--- src/hdl/bg_defines.svh ---
//----------------------------------------
// background scene geometry and colours
//----------------------------------------
`ifndef BG_DEFINES_SVH
`define BG_DEFINES_SVH

// visible screen
`define BG_H_PIXELS 1024
`define BG_V_PIXELS 768
`define BG_COORD_W 11
`define BG_RGB_W 12

// platform rectangles, bounds are exclusive
`define BG_P1_X_START 80
`define BG_P1_X_END 280
`define BG_P1_Y_START 200
`define BG_P1_Y_END 215
`define BG_P2_X_START 350
`define BG_P2_X_END 550
`define BG_P2_Y_START 320
`define BG_P2_Y_END 335
`define BG_P3_X_START 300
`define BG_P3_X_END 500
`define BG_P3_Y_START 480
`define BG_P3_Y_END 495
`define BG_P4_X_START 700
`define BG_P4_X_END 900
`define BG_P4_Y_START 150
`define BG_P4_Y_END 165

// grass and fence
`define BG_GRASS_TOP 550
`define BG_FENCE_TOP 300
`define BG_FENCE_RIGHT 500
`define BG_FENCE_POST_STEP 100

// house
`define BG_HOUSE_LEFT 650
`define BG_HOUSE_TOP 250
`define BG_ROOF_BOTTOM 300
`define BG_WIN_LEFT 705
`define BG_WIN_RIGHT 825
`define BG_WIN_TOP 330
`define BG_WIN_BOTTOM 450
`define BG_WIN_MID_X 765
`define BG_WIN_MID_Y 390
`define BG_DOOR_LEFT 910
`define BG_DOOR_TOP 350
`define BG_HANDLE_X 915
`define BG_HANDLE_X_END 925
`define BG_HANDLE_Y 448

// palette, 4 bits per channel
`define BG_COLOR_BLACK 12'h000
`define BG_COLOR_PLATFORM 12'h111
`define BG_COLOR_GREEN 12'h0b0
`define BG_COLOR_BROWN 12'h852
`define BG_COLOR_ROOF 12'ha10
`define BG_COLOR_WALL 12'hccc
`define BG_COLOR_WINDOW 12'hddf
`define BG_COLOR_DOOR 12'h741
`define BG_COLOR_HANDLE 12'heee
`define BG_COLOR_SKY 12'h0af

`endif

--- src/hdl/bg_pkg.sv ---
//----------------------------------------
// background renderer types
//----------------------------------------
`include "bg_defines.svh"

package bg_pkg;

    // raster position, hcount or vcount
    typedef logic [`BG_COORD_W-1:0] pixel_coord_t;

    // 4:4:4 colour
    typedef logic [`BG_RGB_W-1:0] rgb_t;

    // what a pixel shows, open = not yet resolved
    typedef enum logic [3:0] {
        REGION_BLACK,
        REGION_PLATFORM,
        REGION_OPEN,
        REGION_GRASS,
        REGION_FENCE,
        REGION_ROOF,
        REGION_WALL,
        REGION_WINDOW,
        REGION_DOOR,
        REGION_HANDLE,
        REGION_SKY
    } scene_region_t;

endpackage

--- src/hdl/vga_stage_if.sv ---
//----------------------------------------
// one pixel's timing and region tag
//----------------------------------------
`timescale 1ns/1ps

interface vga_stage_if;
    import bg_pkg::*;

    pixel_coord_t  hcount;
    pixel_coord_t  vcount;
    logic          hsync;
    logic          vsync;
    logic          hblnk;
    logic          vblnk;
    scene_region_t region;

    // driving stage
    modport src (
        output hcount, vcount, hsync, vsync, hblnk, vblnk, region
    );

    // receiving stage
    modport snk (
        input hcount, vcount, hsync, vsync, hblnk, vblnk, region
    );

endinterface

--- src/hdl/bg_renderer.sv ---
//----------------------------------------
// game background renderer, three-stage
// pixel colour pipeline
//----------------------------------------
`timescale 1ns/1ps

module bg_renderer (
    input  logic                 clk,
    input  logic                 rst,
    input  bg_pkg::pixel_coord_t hcount,
    input  bg_pkg::pixel_coord_t vcount,
    input  logic                 hsync,
    input  logic                 vsync,
    input  logic                 hblnk,
    input  logic                 vblnk,
    output bg_pkg::pixel_coord_t hcount_out,
    output bg_pkg::pixel_coord_t vcount_out,
    output logic                 hsync_out,
    output logic                 vsync_out,
    output logic                 hblnk_out,
    output logic                 vblnk_out,
    output bg_pkg::rgb_t         rgb
);

    // stage 1 -> stage 2
    vga_stage_if s1 ();
    // stage 2 -> stage 3
    vga_stage_if s2 ();

    platform_match platform_match_inst (
        .clk    (clk),
        .rst    (rst),
        .hcount (hcount),
        .vcount (vcount),
        .hsync  (hsync),
        .vsync  (vsync),
        .hblnk  (hblnk),
        .vblnk  (vblnk),
        .out    (s1.src)
    );

    landscape_classify landscape_classify_inst (
        .clk (clk),
        .rst (rst),
        .in  (s1.snk),
        .out (s2.src)
    );

    palette_map palette_map_inst (
        .clk        (clk),
        .rst        (rst),
        .in         (s2.snk),
        .hcount_out (hcount_out),
        .vcount_out (vcount_out),
        .hsync_out  (hsync_out),
        .vsync_out  (vsync_out),
        .hblnk_out  (hblnk_out),
        .vblnk_out  (vblnk_out),
        .rgb        (rgb)
    );

endmodule

--- src/hdl/landscape_classify.sv ---
//----------------------------------------
// stage 2: resolves open pixels into
// grass, fence, house or sky
//----------------------------------------
`timescale 1ns/1ps
`include "bg_defines.svh"

module landscape_classify (
    input  logic     clk,
    input  logic     rst,
    vga_stage_if.snk in,
    vga_stage_if.src out
);
    import bg_pkg::*;

    logic          in_grass;
    logic          in_fence;
    logic          fence_line;
    logic          in_house;
    logic          house_outline;
    logic          in_window;
    logic          window_line;
    logic          in_door;
    logic          door_outline;
    logic          on_handle;
    scene_region_t region_nxt;

    // grass runs to the bottom of the screen
    assign in_grass = in.vcount >= `BG_GRASS_TOP;

    assign in_fence = (in.vcount >= `BG_FENCE_TOP) && (in.vcount < `BG_GRASS_TOP) &&
                      (in.hcount <= `BG_FENCE_RIGHT);
    // bottom rail and posts
    assign fence_line = (in.vcount == `BG_GRASS_TOP - 1) || (in.hcount == 1) ||
                        ((in.hcount % `BG_FENCE_POST_STEP) == 0);

    assign in_house = (in.vcount >= `BG_HOUSE_TOP) && (in.vcount < `BG_GRASS_TOP) &&
                      (in.hcount >= `BG_HOUSE_LEFT);
    assign house_outline = (in.hcount == `BG_HOUSE_LEFT) || (in.vcount == `BG_ROOF_BOTTOM);

    assign in_window = (in.hcount >= `BG_WIN_LEFT) && (in.hcount <= `BG_WIN_RIGHT) &&
                       (in.vcount >= `BG_WIN_TOP) && (in.vcount <= `BG_WIN_BOTTOM);
    // frame plus the two mullions
    assign window_line = (in.hcount == `BG_WIN_LEFT) || (in.hcount == `BG_WIN_RIGHT) ||
                         (in.vcount == `BG_WIN_TOP) || (in.vcount == `BG_WIN_BOTTOM) ||
                         (in.hcount == `BG_WIN_MID_X) || (in.vcount == `BG_WIN_MID_Y);

    assign in_door = (in.hcount >= `BG_DOOR_LEFT) && (in.vcount >= `BG_DOOR_TOP);
    assign door_outline = (in.hcount == `BG_DOOR_LEFT) || (in.vcount == `BG_DOOR_TOP);

    // short horizontal bar with a stub hanging down on the left
    assign on_handle =
        ((in.vcount >= `BG_HANDLE_Y) && (in.vcount <= `BG_HANDLE_Y + 1) &&
         (in.hcount >= `BG_HANDLE_X) && (in.hcount <= `BG_HANDLE_X_END)) ||
        ((in.vcount >= `BG_HANDLE_Y) && (in.vcount <= `BG_HANDLE_Y + 3) &&
         (in.hcount == `BG_HANDLE_X));

    always_comb begin
        region_nxt = in.region;
        if (in.region == REGION_OPEN) begin
            if (in_grass) begin
                region_nxt = (in.vcount == `BG_GRASS_TOP) ? REGION_BLACK : REGION_GRASS;
            end else if (in_fence) begin
                region_nxt = fence_line ? REGION_BLACK : REGION_FENCE;
            end else if (in_house) begin
                if (in.vcount < `BG_ROOF_BOTTOM) begin
                    region_nxt = REGION_ROOF;
                end else if (house_outline) begin
                    region_nxt = REGION_BLACK;
                end else if (in_window) begin
                    region_nxt = window_line ? REGION_BLACK : REGION_WINDOW;
                end else if (in_door) begin
                    if (door_outline) begin
                        region_nxt = REGION_BLACK;
                    end else if (on_handle) begin
                        region_nxt = REGION_HANDLE;
                    end else begin
                        region_nxt = REGION_DOOR;
                    end
                end else begin
                    region_nxt = REGION_WALL;
                end
            end else begin
                region_nxt = REGION_SKY;
            end
        end
    end

    always_ff @(posedge clk) begin
        if (rst) begin
            out.hcount <= '0;
            out.vcount <= '0;
            out.hsync  <= 1'b0;
            out.vsync  <= 1'b0;
            out.hblnk  <= 1'b0;
            out.vblnk  <= 1'b0;
            out.region <= REGION_BLACK;
        end else begin
            out.hcount <= in.hcount;
            out.vcount <= in.vcount;
            out.hsync  <= in.hsync;
            out.vsync  <= in.vsync;
            out.hblnk  <= in.hblnk;
            out.vblnk  <= in.vblnk;
            out.region <= region_nxt;
        end
    end

endmodule

--- src/hdl/palette_map.sv ---
//----------------------------------------
// stage 3: region tag to colour, output
// register
//----------------------------------------
`timescale 1ns/1ps
`include "bg_defines.svh"

module palette_map (
    input  logic                 clk,
    input  logic                 rst,
    vga_stage_if.snk             in,
    output bg_pkg::pixel_coord_t hcount_out,
    output bg_pkg::pixel_coord_t vcount_out,
    output logic                 hsync_out,
    output logic                 vsync_out,
    output logic                 hblnk_out,
    output logic                 vblnk_out,
    output bg_pkg::rgb_t         rgb
);
    import bg_pkg::*;

    rgb_t rgb_nxt;

    always_comb begin
        case (in.region)
            REGION_PLATFORM: rgb_nxt = `BG_COLOR_PLATFORM;
            REGION_GRASS:    rgb_nxt = `BG_COLOR_GREEN;
            REGION_FENCE:    rgb_nxt = `BG_COLOR_BROWN;
            REGION_ROOF:     rgb_nxt = `BG_COLOR_ROOF;
            REGION_WALL:     rgb_nxt = `BG_COLOR_WALL;
            REGION_WINDOW:   rgb_nxt = `BG_COLOR_WINDOW;
            REGION_DOOR:     rgb_nxt = `BG_COLOR_DOOR;
            REGION_HANDLE:   rgb_nxt = `BG_COLOR_HANDLE;
            REGION_SKY:      rgb_nxt = `BG_COLOR_SKY;
            // black, and open which stage 2 never passes on
            default:         rgb_nxt = `BG_COLOR_BLACK;
        endcase
    end

    always_ff @(posedge clk) begin
        if (rst) begin
            hcount_out <= '0;
            vcount_out <= '0;
            hsync_out  <= 1'b0;
            vsync_out  <= 1'b0;
            hblnk_out  <= 1'b0;
            vblnk_out  <= 1'b0;
            rgb        <= '0;
        end else begin
            hcount_out <= in.hcount;
            vcount_out <= in.vcount;
            hsync_out  <= in.hsync;
            vsync_out  <= in.vsync;
            hblnk_out  <= in.hblnk;
            vblnk_out  <= in.vblnk;
            rgb        <= rgb_nxt;
        end
    end

endmodule

--- src/hdl/platform_match.sv ---
//----------------------------------------
// stage 1: tags blanking, border and
// platform pixels
//----------------------------------------
`timescale 1ns/1ps
`include "bg_defines.svh"

module platform_match (
    input  logic               clk,
    input  logic               rst,
    input  bg_pkg::pixel_coord_t hcount,
    input  bg_pkg::pixel_coord_t vcount,
    input  logic               hsync,
    input  logic               vsync,
    input  logic               hblnk,
    input  logic               vblnk,
    vga_stage_if.src           out
);
    import bg_pkg::*;

    logic          on_border;
    logic          on_platform;
    scene_region_t region_nxt;

    // strictly inside, the bounds themselves fall through
    function automatic logic in_rect(
        input pixel_coord_t h,
        input pixel_coord_t v,
        input pixel_coord_t x0,
        input pixel_coord_t x1,
        input pixel_coord_t y0,
        input pixel_coord_t y1
    );
        return (h > x0) && (h < x1) && (v > y0) && (v < y1);
    endfunction

    assign on_border = (hcount == 0) || (hcount == `BG_H_PIXELS - 1) ||
                       (vcount == 0) || (vcount == `BG_V_PIXELS - 1);

    assign on_platform =
        in_rect(hcount, vcount, `BG_P1_X_START, `BG_P1_X_END, `BG_P1_Y_START, `BG_P1_Y_END) ||
        in_rect(hcount, vcount, `BG_P2_X_START, `BG_P2_X_END, `BG_P2_Y_START, `BG_P2_Y_END) ||
        in_rect(hcount, vcount, `BG_P3_X_START, `BG_P3_X_END, `BG_P3_Y_START, `BG_P3_Y_END) ||
        in_rect(hcount, vcount, `BG_P4_X_START, `BG_P4_X_END, `BG_P4_Y_START, `BG_P4_Y_END);

    always_comb begin
        if (hblnk || vblnk || on_border) begin
            region_nxt = REGION_BLACK;
        end else if (on_platform) begin
            region_nxt = REGION_PLATFORM;
        end else begin
            region_nxt = REGION_OPEN;
        end
    end

    always_ff @(posedge clk) begin
        if (rst) begin
            out.hcount <= '0;
            out.vcount <= '0;
            out.hsync  <= 1'b0;
            out.vsync  <= 1'b0;
            out.hblnk  <= 1'b0;
            out.vblnk  <= 1'b0;
            out.region <= REGION_BLACK;
        end else begin
            out.hcount <= hcount;
            out.vcount <= vcount;
            out.hsync  <= hsync;
            out.vsync  <= vsync;
            out.hblnk  <= hblnk;
            out.vblnk  <= vblnk;
            out.region <= region_nxt;
        end
    end

endmodule

--- config.mk ---
export PLATFORM = sky130hd
export DESIGN_NAME = bg_renderer
export DESIGN_NICKNAME = d
export VERILOG_FILES = /design/src/hdl/bg_pkg.sv /design/src/hdl/vga_stage_if.sv /design/src/hdl/bg_renderer.sv /design/src/hdl/landscape_classify.sv /design/src/hdl/palette_map.sv /design/src/hdl/platform_match.sv
export VERILOG_INCLUDE_DIRS = /design/src /design/src/hdl
export SDC_FILE = /design/constraint.sdc
export NUM_CORES = 1
export LEC_CHECK = 0
export ABC_AREA = 1
export BUFFER_PORTS_ARGS = -buffer_cell sky130_fd_sc_hd__buf_4
export CAP_MARGIN = 20
export CORE_ASPECT_RATIO = 1.25
export CORE_MARGIN = 2
export CORE_UTILIZATION = 40
export DETAILED_ROUTE_END_ITERATION = 7
export GPL_TIMING_DRIVEN = 0
export PLACE_DENSITY = 0.61
export SLEW_MARGIN = 20
export SYNTH_ARGS = -nofsm -noshare
export SYNTH_HDL_FRONTEND = slang
export SYNTH_SLANG_ARGS = --single-unit
--- constraint.sdc ---
create_clock -name clk -period 3.3 [get_ports clk]
set_clock_uncertainty 0.05 [all_clocks]
set_input_delay 0.99 -clock clk [delete_from_list [all_inputs] [get_ports clk]]
set_output_delay 0.99 -clock clk [all_outputs]
set_load 0.005 [all_outputs]
==> results.sh, run 1 <==
export IMPL_syn_inst=702
export IMPL_core_um2=11700
export IMPL_hold_violations=0
export IMPL_clkTransAtPathRegs_ns=0.07
export IMPL_muxShareOfSynthArea_pct=0
export IMPL_diodes=0
export IMPL_synth_simple_area_share_pct=38.3
export IMPL_rsz0062_at_grt="true"
export IMPL_nets=818
export IMPL_synth_commonest_cells="129 x nor2_1, 121 x inv_1, 114 x nand2_1, 95 x dfxtp_1, 45 x nand3_1"
export IMPL_die_w_um=102
export IMPL_regArea_um2=1910
export IMPL_hpwl_mm=9.85
export IMPL_drt_wl_total_mm=12.8
export IMPL_antenna_left=0
export IMPL_p_total_mw=2.74
export IMPL_synth_edff_count=0
export IMPL_power_internal_mw=1.91
export IMPL_start_kind="flop"
export IMPL_violations="setup timing"
export IMPL_rr_worst_depth=27
export IMPL_ys_types=47
export IMPL_clk_latency_ns=0.34
export IMPL_worst_slack_ns=-0.0909
export IMPL_endpoint_kind="flop"
export IMPL_h_tree_depth=3
export IMPL_synth_compound_area_share_pct=8.36
export IMPL_yosys_cell_count_top_type="nor2_1"
export IMPL_synthXorXnorAreaFrac_pct=0.365
export IMPL_synth_area_per_cell_um2=6.84
export IMPL_comb_power_share_pct=20.3
export IMPL_yosysTopAreaCell="dfxtp_1"
export IMPL_finalMaxSlewViolations=0
export IMPL_synthAdderAreaFrac_pct=1.56
export IMPL_hold_class="flop to flop"
export IMPL_first_global_vias=4550
export IMPL_cp_max_fo=9
export IMPL_die_area_um2=12900
export IMPL_slew_headroom_pct=56.2
export IMPL_timing_fmax_ghz=0.295
export IMPL_finalCritPeriodShare_pct=103
export IMPL_cts_inserted_buffers=9
export IMPL_netlist_area_um2=4800
export IMPL_pwr_density_cell_nw_per_um2=458
export IMPL_setup_viol=1
export IMPL_fp_dieH_um=127
export IMPL_drc=0
export IMPL_swShare_pct=30.2
export IMPL_pin_count=66
export IMPL_min_delay_path_depth=2
export IMPL_p_clk_share_pct=35.4
export IMPL_synth_seq_cells=95
export IMPL_synth_top_family_by_area="simple AND/OR/NAND/NOR gates"
export IMPL_gp_congestion=0.900
export IMPL_seqPwrFrac_pct=44.3
export IMPL_final_area_um2=5990
export IMPL_yosysSeqAreaShare_pct=39.6
export IMPL_drive_above_1_share_pct=19.0
export IMPL_busiest_layer="met2"
export IMPL_multi_input_area_um2=2490
export IMPL_numPortBuffers=64
export IMPL_worstPathArrival_ns=3.58
export IMPL_cts_num_sinks=95
export IMPL_maxCapViolations=0
export IMPL_yosysWarnings=0
export IMPL_drtIter0Drc=449
export IMPL_placedInstanceArea_um2=5490
export IMPL_ys_async_sr_fraction_pct=0
export IMPL_max_stage_delay_ns=0.31
export IMPL_syn2layout_area_growth_pct=24.6
export IMPL_worstMarginPinSlew_ns=0.650
export IMPL_path_buf_inv=3
export IMPL_vias=4836
export IMPL_worstSetupPathDepth=27
export IMPL_yosysTopAreaCellShare_pct=39.6
export IMPL_rows=44
export IMPL_crit_slowest_cell="dfxtp_1"
export IMPL_crit_required_ns=3.49
export IMPL_yosys_top_cells_area="dfxtp_1 40%, nor2_1 10%, inv_1 9.5%"
export IMPL_fin_crit_ns=3.39
export IMPL_critPathTopFamily="simple AND/OR/NAND/NOR gates"
export IMPL_overflow=0
export IMPL_clock_path_buffers=2
export IMPL_globalRouteMet1Util_pct=25.6
export IMPL_wl_per_cell_um=13.4
export IMPL_firstDrtPassIters=5
export IMPL_initial_core_util_pct=41.2
export IMPL_path_class="flop to flop"
export IMPL_gr_usage_met3_pct=3.64
export IMPL_grt_max_degree=18
export IMPL_grt_first_pass_wirelength_mm=21.1
export IMPL_syn_nets=736
export IMPL_clock_root_buffer="clkbuf_16"
export IMPL_antenna_found_initial=0
export IMPL_fill_cells=1218
export IMPL_ir_drop_mv=0.197
export IMPL_p_leak_nw=2.82
export IMPL_status="finished, violations left"
export IMPL_vias_per_cell=5.09
export IMPL_gr_usage_met2_pct=33.4
export IMPL_grt_usage_pct=20.4
export IMPL_synthFlopType="dfxtp_1"
export IMPL_power_switching_mw=0.829
export IMPL_cts_tree="built"
[area by class of cell]
class / count / area share [%]
buffer: 17 / 1.44
clock buffer: 10 / 3.83
clock inverter: 6 / 0.836
inverter: 128 / 8.05
multi-input combinational: 461 / 41.5
sequential: 95 / 31.9
tap: 161 / 3.37
timing repair buffer: 72 / 9.03
[power groups by stage]
stage / registers (mW) / logic (mW) / clock network [mW]
5_1_grt: 1.22 / 0.626 / 1.04
6_report: 1.21 / 0.556 / 0.971
2_1_floorplan: 1.23 / 0.358 / 0
3_5_place_dp: 1.24 / 0.496 / 0
4_1_cts: 1.21 / 0.533 / 0.991
3_3_place_gp: 1.24 / 0.489 / 0
[worst min-delay path: stages (launching register included)]
cell     delay, ns
dfxtp_1       0.30
inv_1         0.04
nor2_1        0.03
[metal layers]
| layer | vias up | share of wire (%) |
|---|---|---|
| met2 | 203 | 48 |
| li1 | 2451 | - |
| met1 | 2144 | 43 |
| met4 | 0 | 4.1 |
| met5 | - | 0 |
| met3 | 38 | 5.4 |
[what timing repair did]
action / CTS / global route
pin swaps: 23 / 22
setup endpoints to repair: 1 / 1
resized for setup: 26 / 16
setup buffers: 6 / 2
hold buffers: 0 / 0
[path summary, 6_finish.rpt]
path	startpoint	to	slack, ns
max	platform_match_inst.out.hcount[9]$_SDFF_PP0_	landscape_classify_inst.out.region[2]$_SDFF_PP0_	-0.09
max reg2reg	platform_match_inst.out.hcount[9]$_SDFF_PP0_	landscape_classify_inst.out.region[2]$_SDFF_PP0_	-0.09
min	landscape_classify_inst.out.hcount[2]$_SDFF_PP0_	palette_map_inst.hcount_out[2]$_SDFF_PP0_	0.35
min reg2reg	landscape_classify_inst.out.hcount[2]$_SDFF_PP0_	palette_map_inst.hcount_out[2]$_SDFF_PP0_	0.35
[cells in the final DEF, fill, tap and decap left out, types with 7 or more instances in the layout]
cell type / synthesis / layout
clkbuf_16: 0 / 9
buf_4: 3 / 74
o21ai_0: 14 / 14
dfxtp_1: 95 / 92
clkbuf_1: 13 / 14
inv_2: 5 / 7
nor4_1: 14 / 14
nor3_1: 23 / 23
nand3_1: 45 / 41
nand2_4: 2 / 9
nand2_1: 114 / 106
a21oi_1: 9 / 9
nand4_1: 35 / 35
nand2_2: 12 / 13
nor2_1: 129 / 128
inv_1: 121 / 119
[sequential cells by signal (all words and copies together), names as in the netlist, 2 cells and up]
register / cells
platform_match_inst.out.vcount: 11
platform_match_inst.out.hcount: 11
palette_map_inst.vcount_out: 11
landscape_classify_inst.out.region: 4
platform_match_inst.out.region: 2
landscape_classify_inst.out.hcount: 11
palette_map_inst.hcount_out: 11
palette_map_inst.rgb: 11
landscape_classify_inst.out.vcount: 11
[per-stage QoR]
stage          utilization, %  cells  setup slack, ns  hold WS [ns]  TNS [ns]
2_1_floorplan               -    702            0.227         0.338         0
3_3_place_gp             47.0    927           -0.308         0.340    -0.308
3_5_place_dp             47.0    927           -0.374         0.343    -0.374
4_1_cts                  50.7    949           -0.139         0.351    -0.139
5_1_grt                  51.3    950           -0.362         0.359    -0.362
6_report                 51.3    950          -0.0909         0.350   -0.0909
[logic make-up (layout without fill, tap and decap cells)]
group	after synthesis	in the layout
flip-flops	95	95
adder cells (fa/ha/maj)	6	6
AND/OR/NAND/NOR	394	394
XOR/XNOR	2	2
buffers and inverters	146	233
AO/OA/AOI/OAI	59	59
No activity file was read; power rests on OpenSTA's default activity.
==> run 2: changes to the inputs <==
--- a/config.mk
+++ b/config.mk
@@ -6,7 +6,6 @@
 export SDC_FILE = /design/constraint.sdc
 export NUM_CORES = 1
 export LEC_CHECK = 0
-export ABC_AREA = 1
 export BUFFER_PORTS_ARGS = -buffer_cell sky130_fd_sc_hd__buf_4
 export CAP_MARGIN = 20
 export CORE_ASPECT_RATIO = 1.25
==> results.sh, run 2 <==
export IMPL_p_leak_nw=2.20
export IMPL_start_kind="flop"
export IMPL_final_area_um2=5690
export IMPL_syn_inst=527
export IMPL_hpwl_mm=8.14
export IMPL_clock_path_buffers=2
export IMPL_final_cell_mix="92 x dfxtp_1, 83 x nor2b_1, 71 x buf_4"
export IMPL_yosysWarnings=0
export IMPL_firstDrtPassIters=6
export IMPL_yosys_cell_count_top_type="dfxtp_1"
export IMPL_min_delay_start="landscape_classify_inst.out.vcount[3]$_SDFF_PP0_"
export IMPL_setup_viol=1
export IMPL_grt_usage_pct=17.5
export IMPL_worstMarginPinSlew_ns=0.711
export IMPL_core_um2=11100
export IMPL_netlist_area_um2=4530
export IMPL_grt_first_pass_wirelength_mm=16.9
export IMPL_antenna_left=0
export IMPL_fp_dieH_um=123
export IMPL_yosys_top_cells_area="dfxtp_1 42%, nor2b_1 11%, nor2_1 3.1%"
export IMPL_clk_latency_ns=0.35
export IMPL_worst_slack_ns=-0.102
export IMPL_rr_worst_depth=14
export IMPL_placedInstanceArea_um2=5200
export IMPL_fill_cells=1016
export IMPL_mostFrequentLayoutCell="dfxtp_1"
export IMPL_regArea_um2=1910
export IMPL_ys_async_sr_fraction_pct=0
export IMPL_synth_commonest_cells="95 x dfxtp_1, 83 x nor2b_1, 38 x nor2_1, 34 x nand2_1, 28 x a21oi_1"
export IMPL_h_tree_depth=3
export IMPL_cts_inserted_buffers=9
export IMPL_hold_class="flop to flop"
export IMPL_cts_tree="built"
export IMPL_rsz0062_at_grt="true"
export IMPL_nets=641
export IMPL_hold_violations=0
export IMPL_maxCapViolations=0
export IMPL_vias_per_cell=5.45
export IMPL_instances_no_fill=747
export IMPL_clock_root_buffer="clkbuf_16"
export IMPL_drt_wl_total_mm=10.8
export IMPL_drc=0
export IMPL_yosysSeqAreaShare_pct=42.0
export IMPL_rr_endpoint="landscape_classify_inst.out.region[2]$_SDFF_PP0_"
export IMPL_first_global_vias=3627
export IMPL_violations="setup timing"
export IMPL_dp_cells=723
export IMPL_die_w_um=99.2
export IMPL_diodes=0
export IMPL_rows=43
export IMPL_fin_crit_ns=3.40
export IMPL_yosysTopAreaCellShare_pct=42.0
export IMPL_vias=4073
export IMPL_grt_max_degree=18
export IMPL_initial_core_util_pct=40.9
export IMPL_status="finished, violations left"
export IMPL_synth_area_per_cell_um2=8.60
export IMPL_clkTransAtPathRegs_ns=0.07
export IMPL_ys_types=73
export IMPL_synth_edff_count=0
export IMPL_drtIter0Drc=364
export IMPL_cp_max_fo=5
export IMPL_cts_num_sinks=95
export IMPL_finalMaxSlewViolations=0
export IMPL_drive_above_1_share_pct=21.7
export IMPL_pwr_density_cell_nw_per_um2=481
export IMPL_synthFlopType="dfxtp_1"
export IMPL_ir_drop_mv=0.232
export IMPL_wl_per_cell_um=14.4
export IMPL_syn2layout_area_growth_pct=25.4
export IMPL_crit_required_ns=3.46
export IMPL_numPortBuffers=61
export IMPL_synth_seq_cells=95
export IMPL_gp_congestion=0.905
export IMPL_die_area_um2=12200
export IMPL_r2r_start="platform_match_inst.out.hcount[7]$_SDFF_PP0_"
export IMPL_holdPathEnd="palette_map_inst.vcount_out[3]$_SDFF_PP0_"
export IMPL_path_class="flop to flop"
export IMPL_pin_count=66
export IMPL_fin_util_pct=51.3
export IMPL_syn_nets=561
export IMPL_slew_headroom_pct=52.0
export IMPL_finalCritPeriodShare_pct=103
export IMPL_rrSetupSlack_ns=-0.10
export IMPL_multi_input_area_um2=2560
export IMPL_yosysTopAreaCell="dfxtp_1"
export IMPL_endpoint_kind="flop"
export IMPL_timing_fmax_ghz=0.294
export IMPL_overflow=0
export IMPL_worstPathArrival_ns=3.56
export IMPL_min_delay_path_depth=1
export IMPL_antenna_found_initial=0
==> run 2: cell types whose count changed in the layout (fill, tap and decap cells not counted), sizes merged, moves of 19 or more <==
| cell | change |
|---|---|
| inv | -118 |
| nor2 | -101 |
| nand2 | -93 |
| nor2b | +83 |
| nand3 | -31 |
| nand4 | -28 |
| a21oi | +19 |
==> run 2: timing repair <==
item,4_1_cts,5_1_grt
setup endpoints to repair,1,1
pin swaps,9,14
buffers inserted,8,2
hold buffers,0,0
gates resized for setup,8,12
==> run 2: critical path: stages, from the launching register on <==
cell and delay, ns:
dfxtp_2 0.34, o31ai_4 0.25, inv_2 0.07, ha_4 0.16, buf_6 0.12, nor3_4 0.26
o41ai_4 0.15, o31ai_4 0.36, o311ai_2 0.17, o22ai_2 0.28, a21oi_4 0.10, o311a_1 0.31
or3_1 0.34, mux2i_1 0.14, a32oi_1 0.15
==> run 2: metal layers <==
layer	wire length, µm	vias to the layer above	share of wire, %	global-route usage, %
met5	0	-	0	0
met4	311	0	2.9	7.71
met3	696	33	6.5	4.52
met2	5200	168	48	29.3
met1	4550	1856	42	21.3
li1	-	2016	-	-
==> run 2: cell type report <==
type | instances | share of cell area [%]
plain buffers | 30 | 2.27
clock buffers | 9 | 3.96
clock inverters | 7 | 1.91
inverters | 12 | 0.792
multi-input cells | 388 | 45.1
flip-flops and latches | 95 | 33.5
well taps | 135 | 2.97
repair buffers | 71 | 9.51
==> run 2: how the worst max path moves through the flow <==
stage | from | to | slack (ns) | cells after the start
final | platform_match_inst.out.hcount[7]$_SDFF_PP0_ | landscape_classify_inst.out.region[2]$_SDFF_PP0_ | -0.10 | 14
after global routing | platform_match_inst.out.hcount[7]$_SDFF_PP0_ | landscape_classify_inst.out.region[2]$_SDFF_PP0_ | -0.29 | 14
after CTS | platform_match_inst.out.hcount[6]$_SDFF_PP0_ | landscape_classify_inst.out.region[2]$_SDFF_PP0_ | -0.25 | 14
after detailed placement | platform_match_inst.out.hcount[7]$_SDFF_PP0_ | landscape_classify_inst.out.region[2]$_SDFF_PP0_ | -0.40 | 14
after global placement | platform_match_inst.out.hcount[7]$_SDFF_PP0_ | landscape_classify_inst.out.region[2]$_SDFF_PP0_ | -0.37 | 14
after floorplan | platform_match_inst.out.hcount[7]$_SDFF_PP0_ | landscape_classify_inst.out.region[2]$_SDFF_PP0_ | -0.002 | 14
==> run 2: kinds of logic (layout without fill, tap and decap cells) <==
kind of cell	Yosys count	count (layout)	share of synthesized area, %
AOI/OAI and AO/OA	116	116	17.8
DFF	95	95	42.0
and+or+nand+nor	255	255	31.9
buffers and inverters	44	129	4.17
muxes	5	5	1.16
adders and majority gates	7	7	1.88
xor gates and xnor gates	5	5	1.13
==> run 2: per-stage QoR <==
stage               power [mW]  setup TNS, ns  hold slack (ns)  setup WS [ns]
floorplan                 1.48       -0.00168            0.364       -0.00168
global placement          1.59         -0.369            0.368         -0.369
detailed placement        1.60         -0.400            0.370         -0.400
CTS                       2.74         -0.255            0.385         -0.255
global route              2.84         -0.290            0.400         -0.290
finish                    2.73         -0.102            0.384         -0.102
==> run 2: where the power goes <==
part / total, mW / internal, mW / switching (mW)
Combinational: 0.400 / 0.176 / 0.224
Sequential: 1.21 / 1.19 / 0.0220
Clock: 1.12 / 0.672 / 0.450
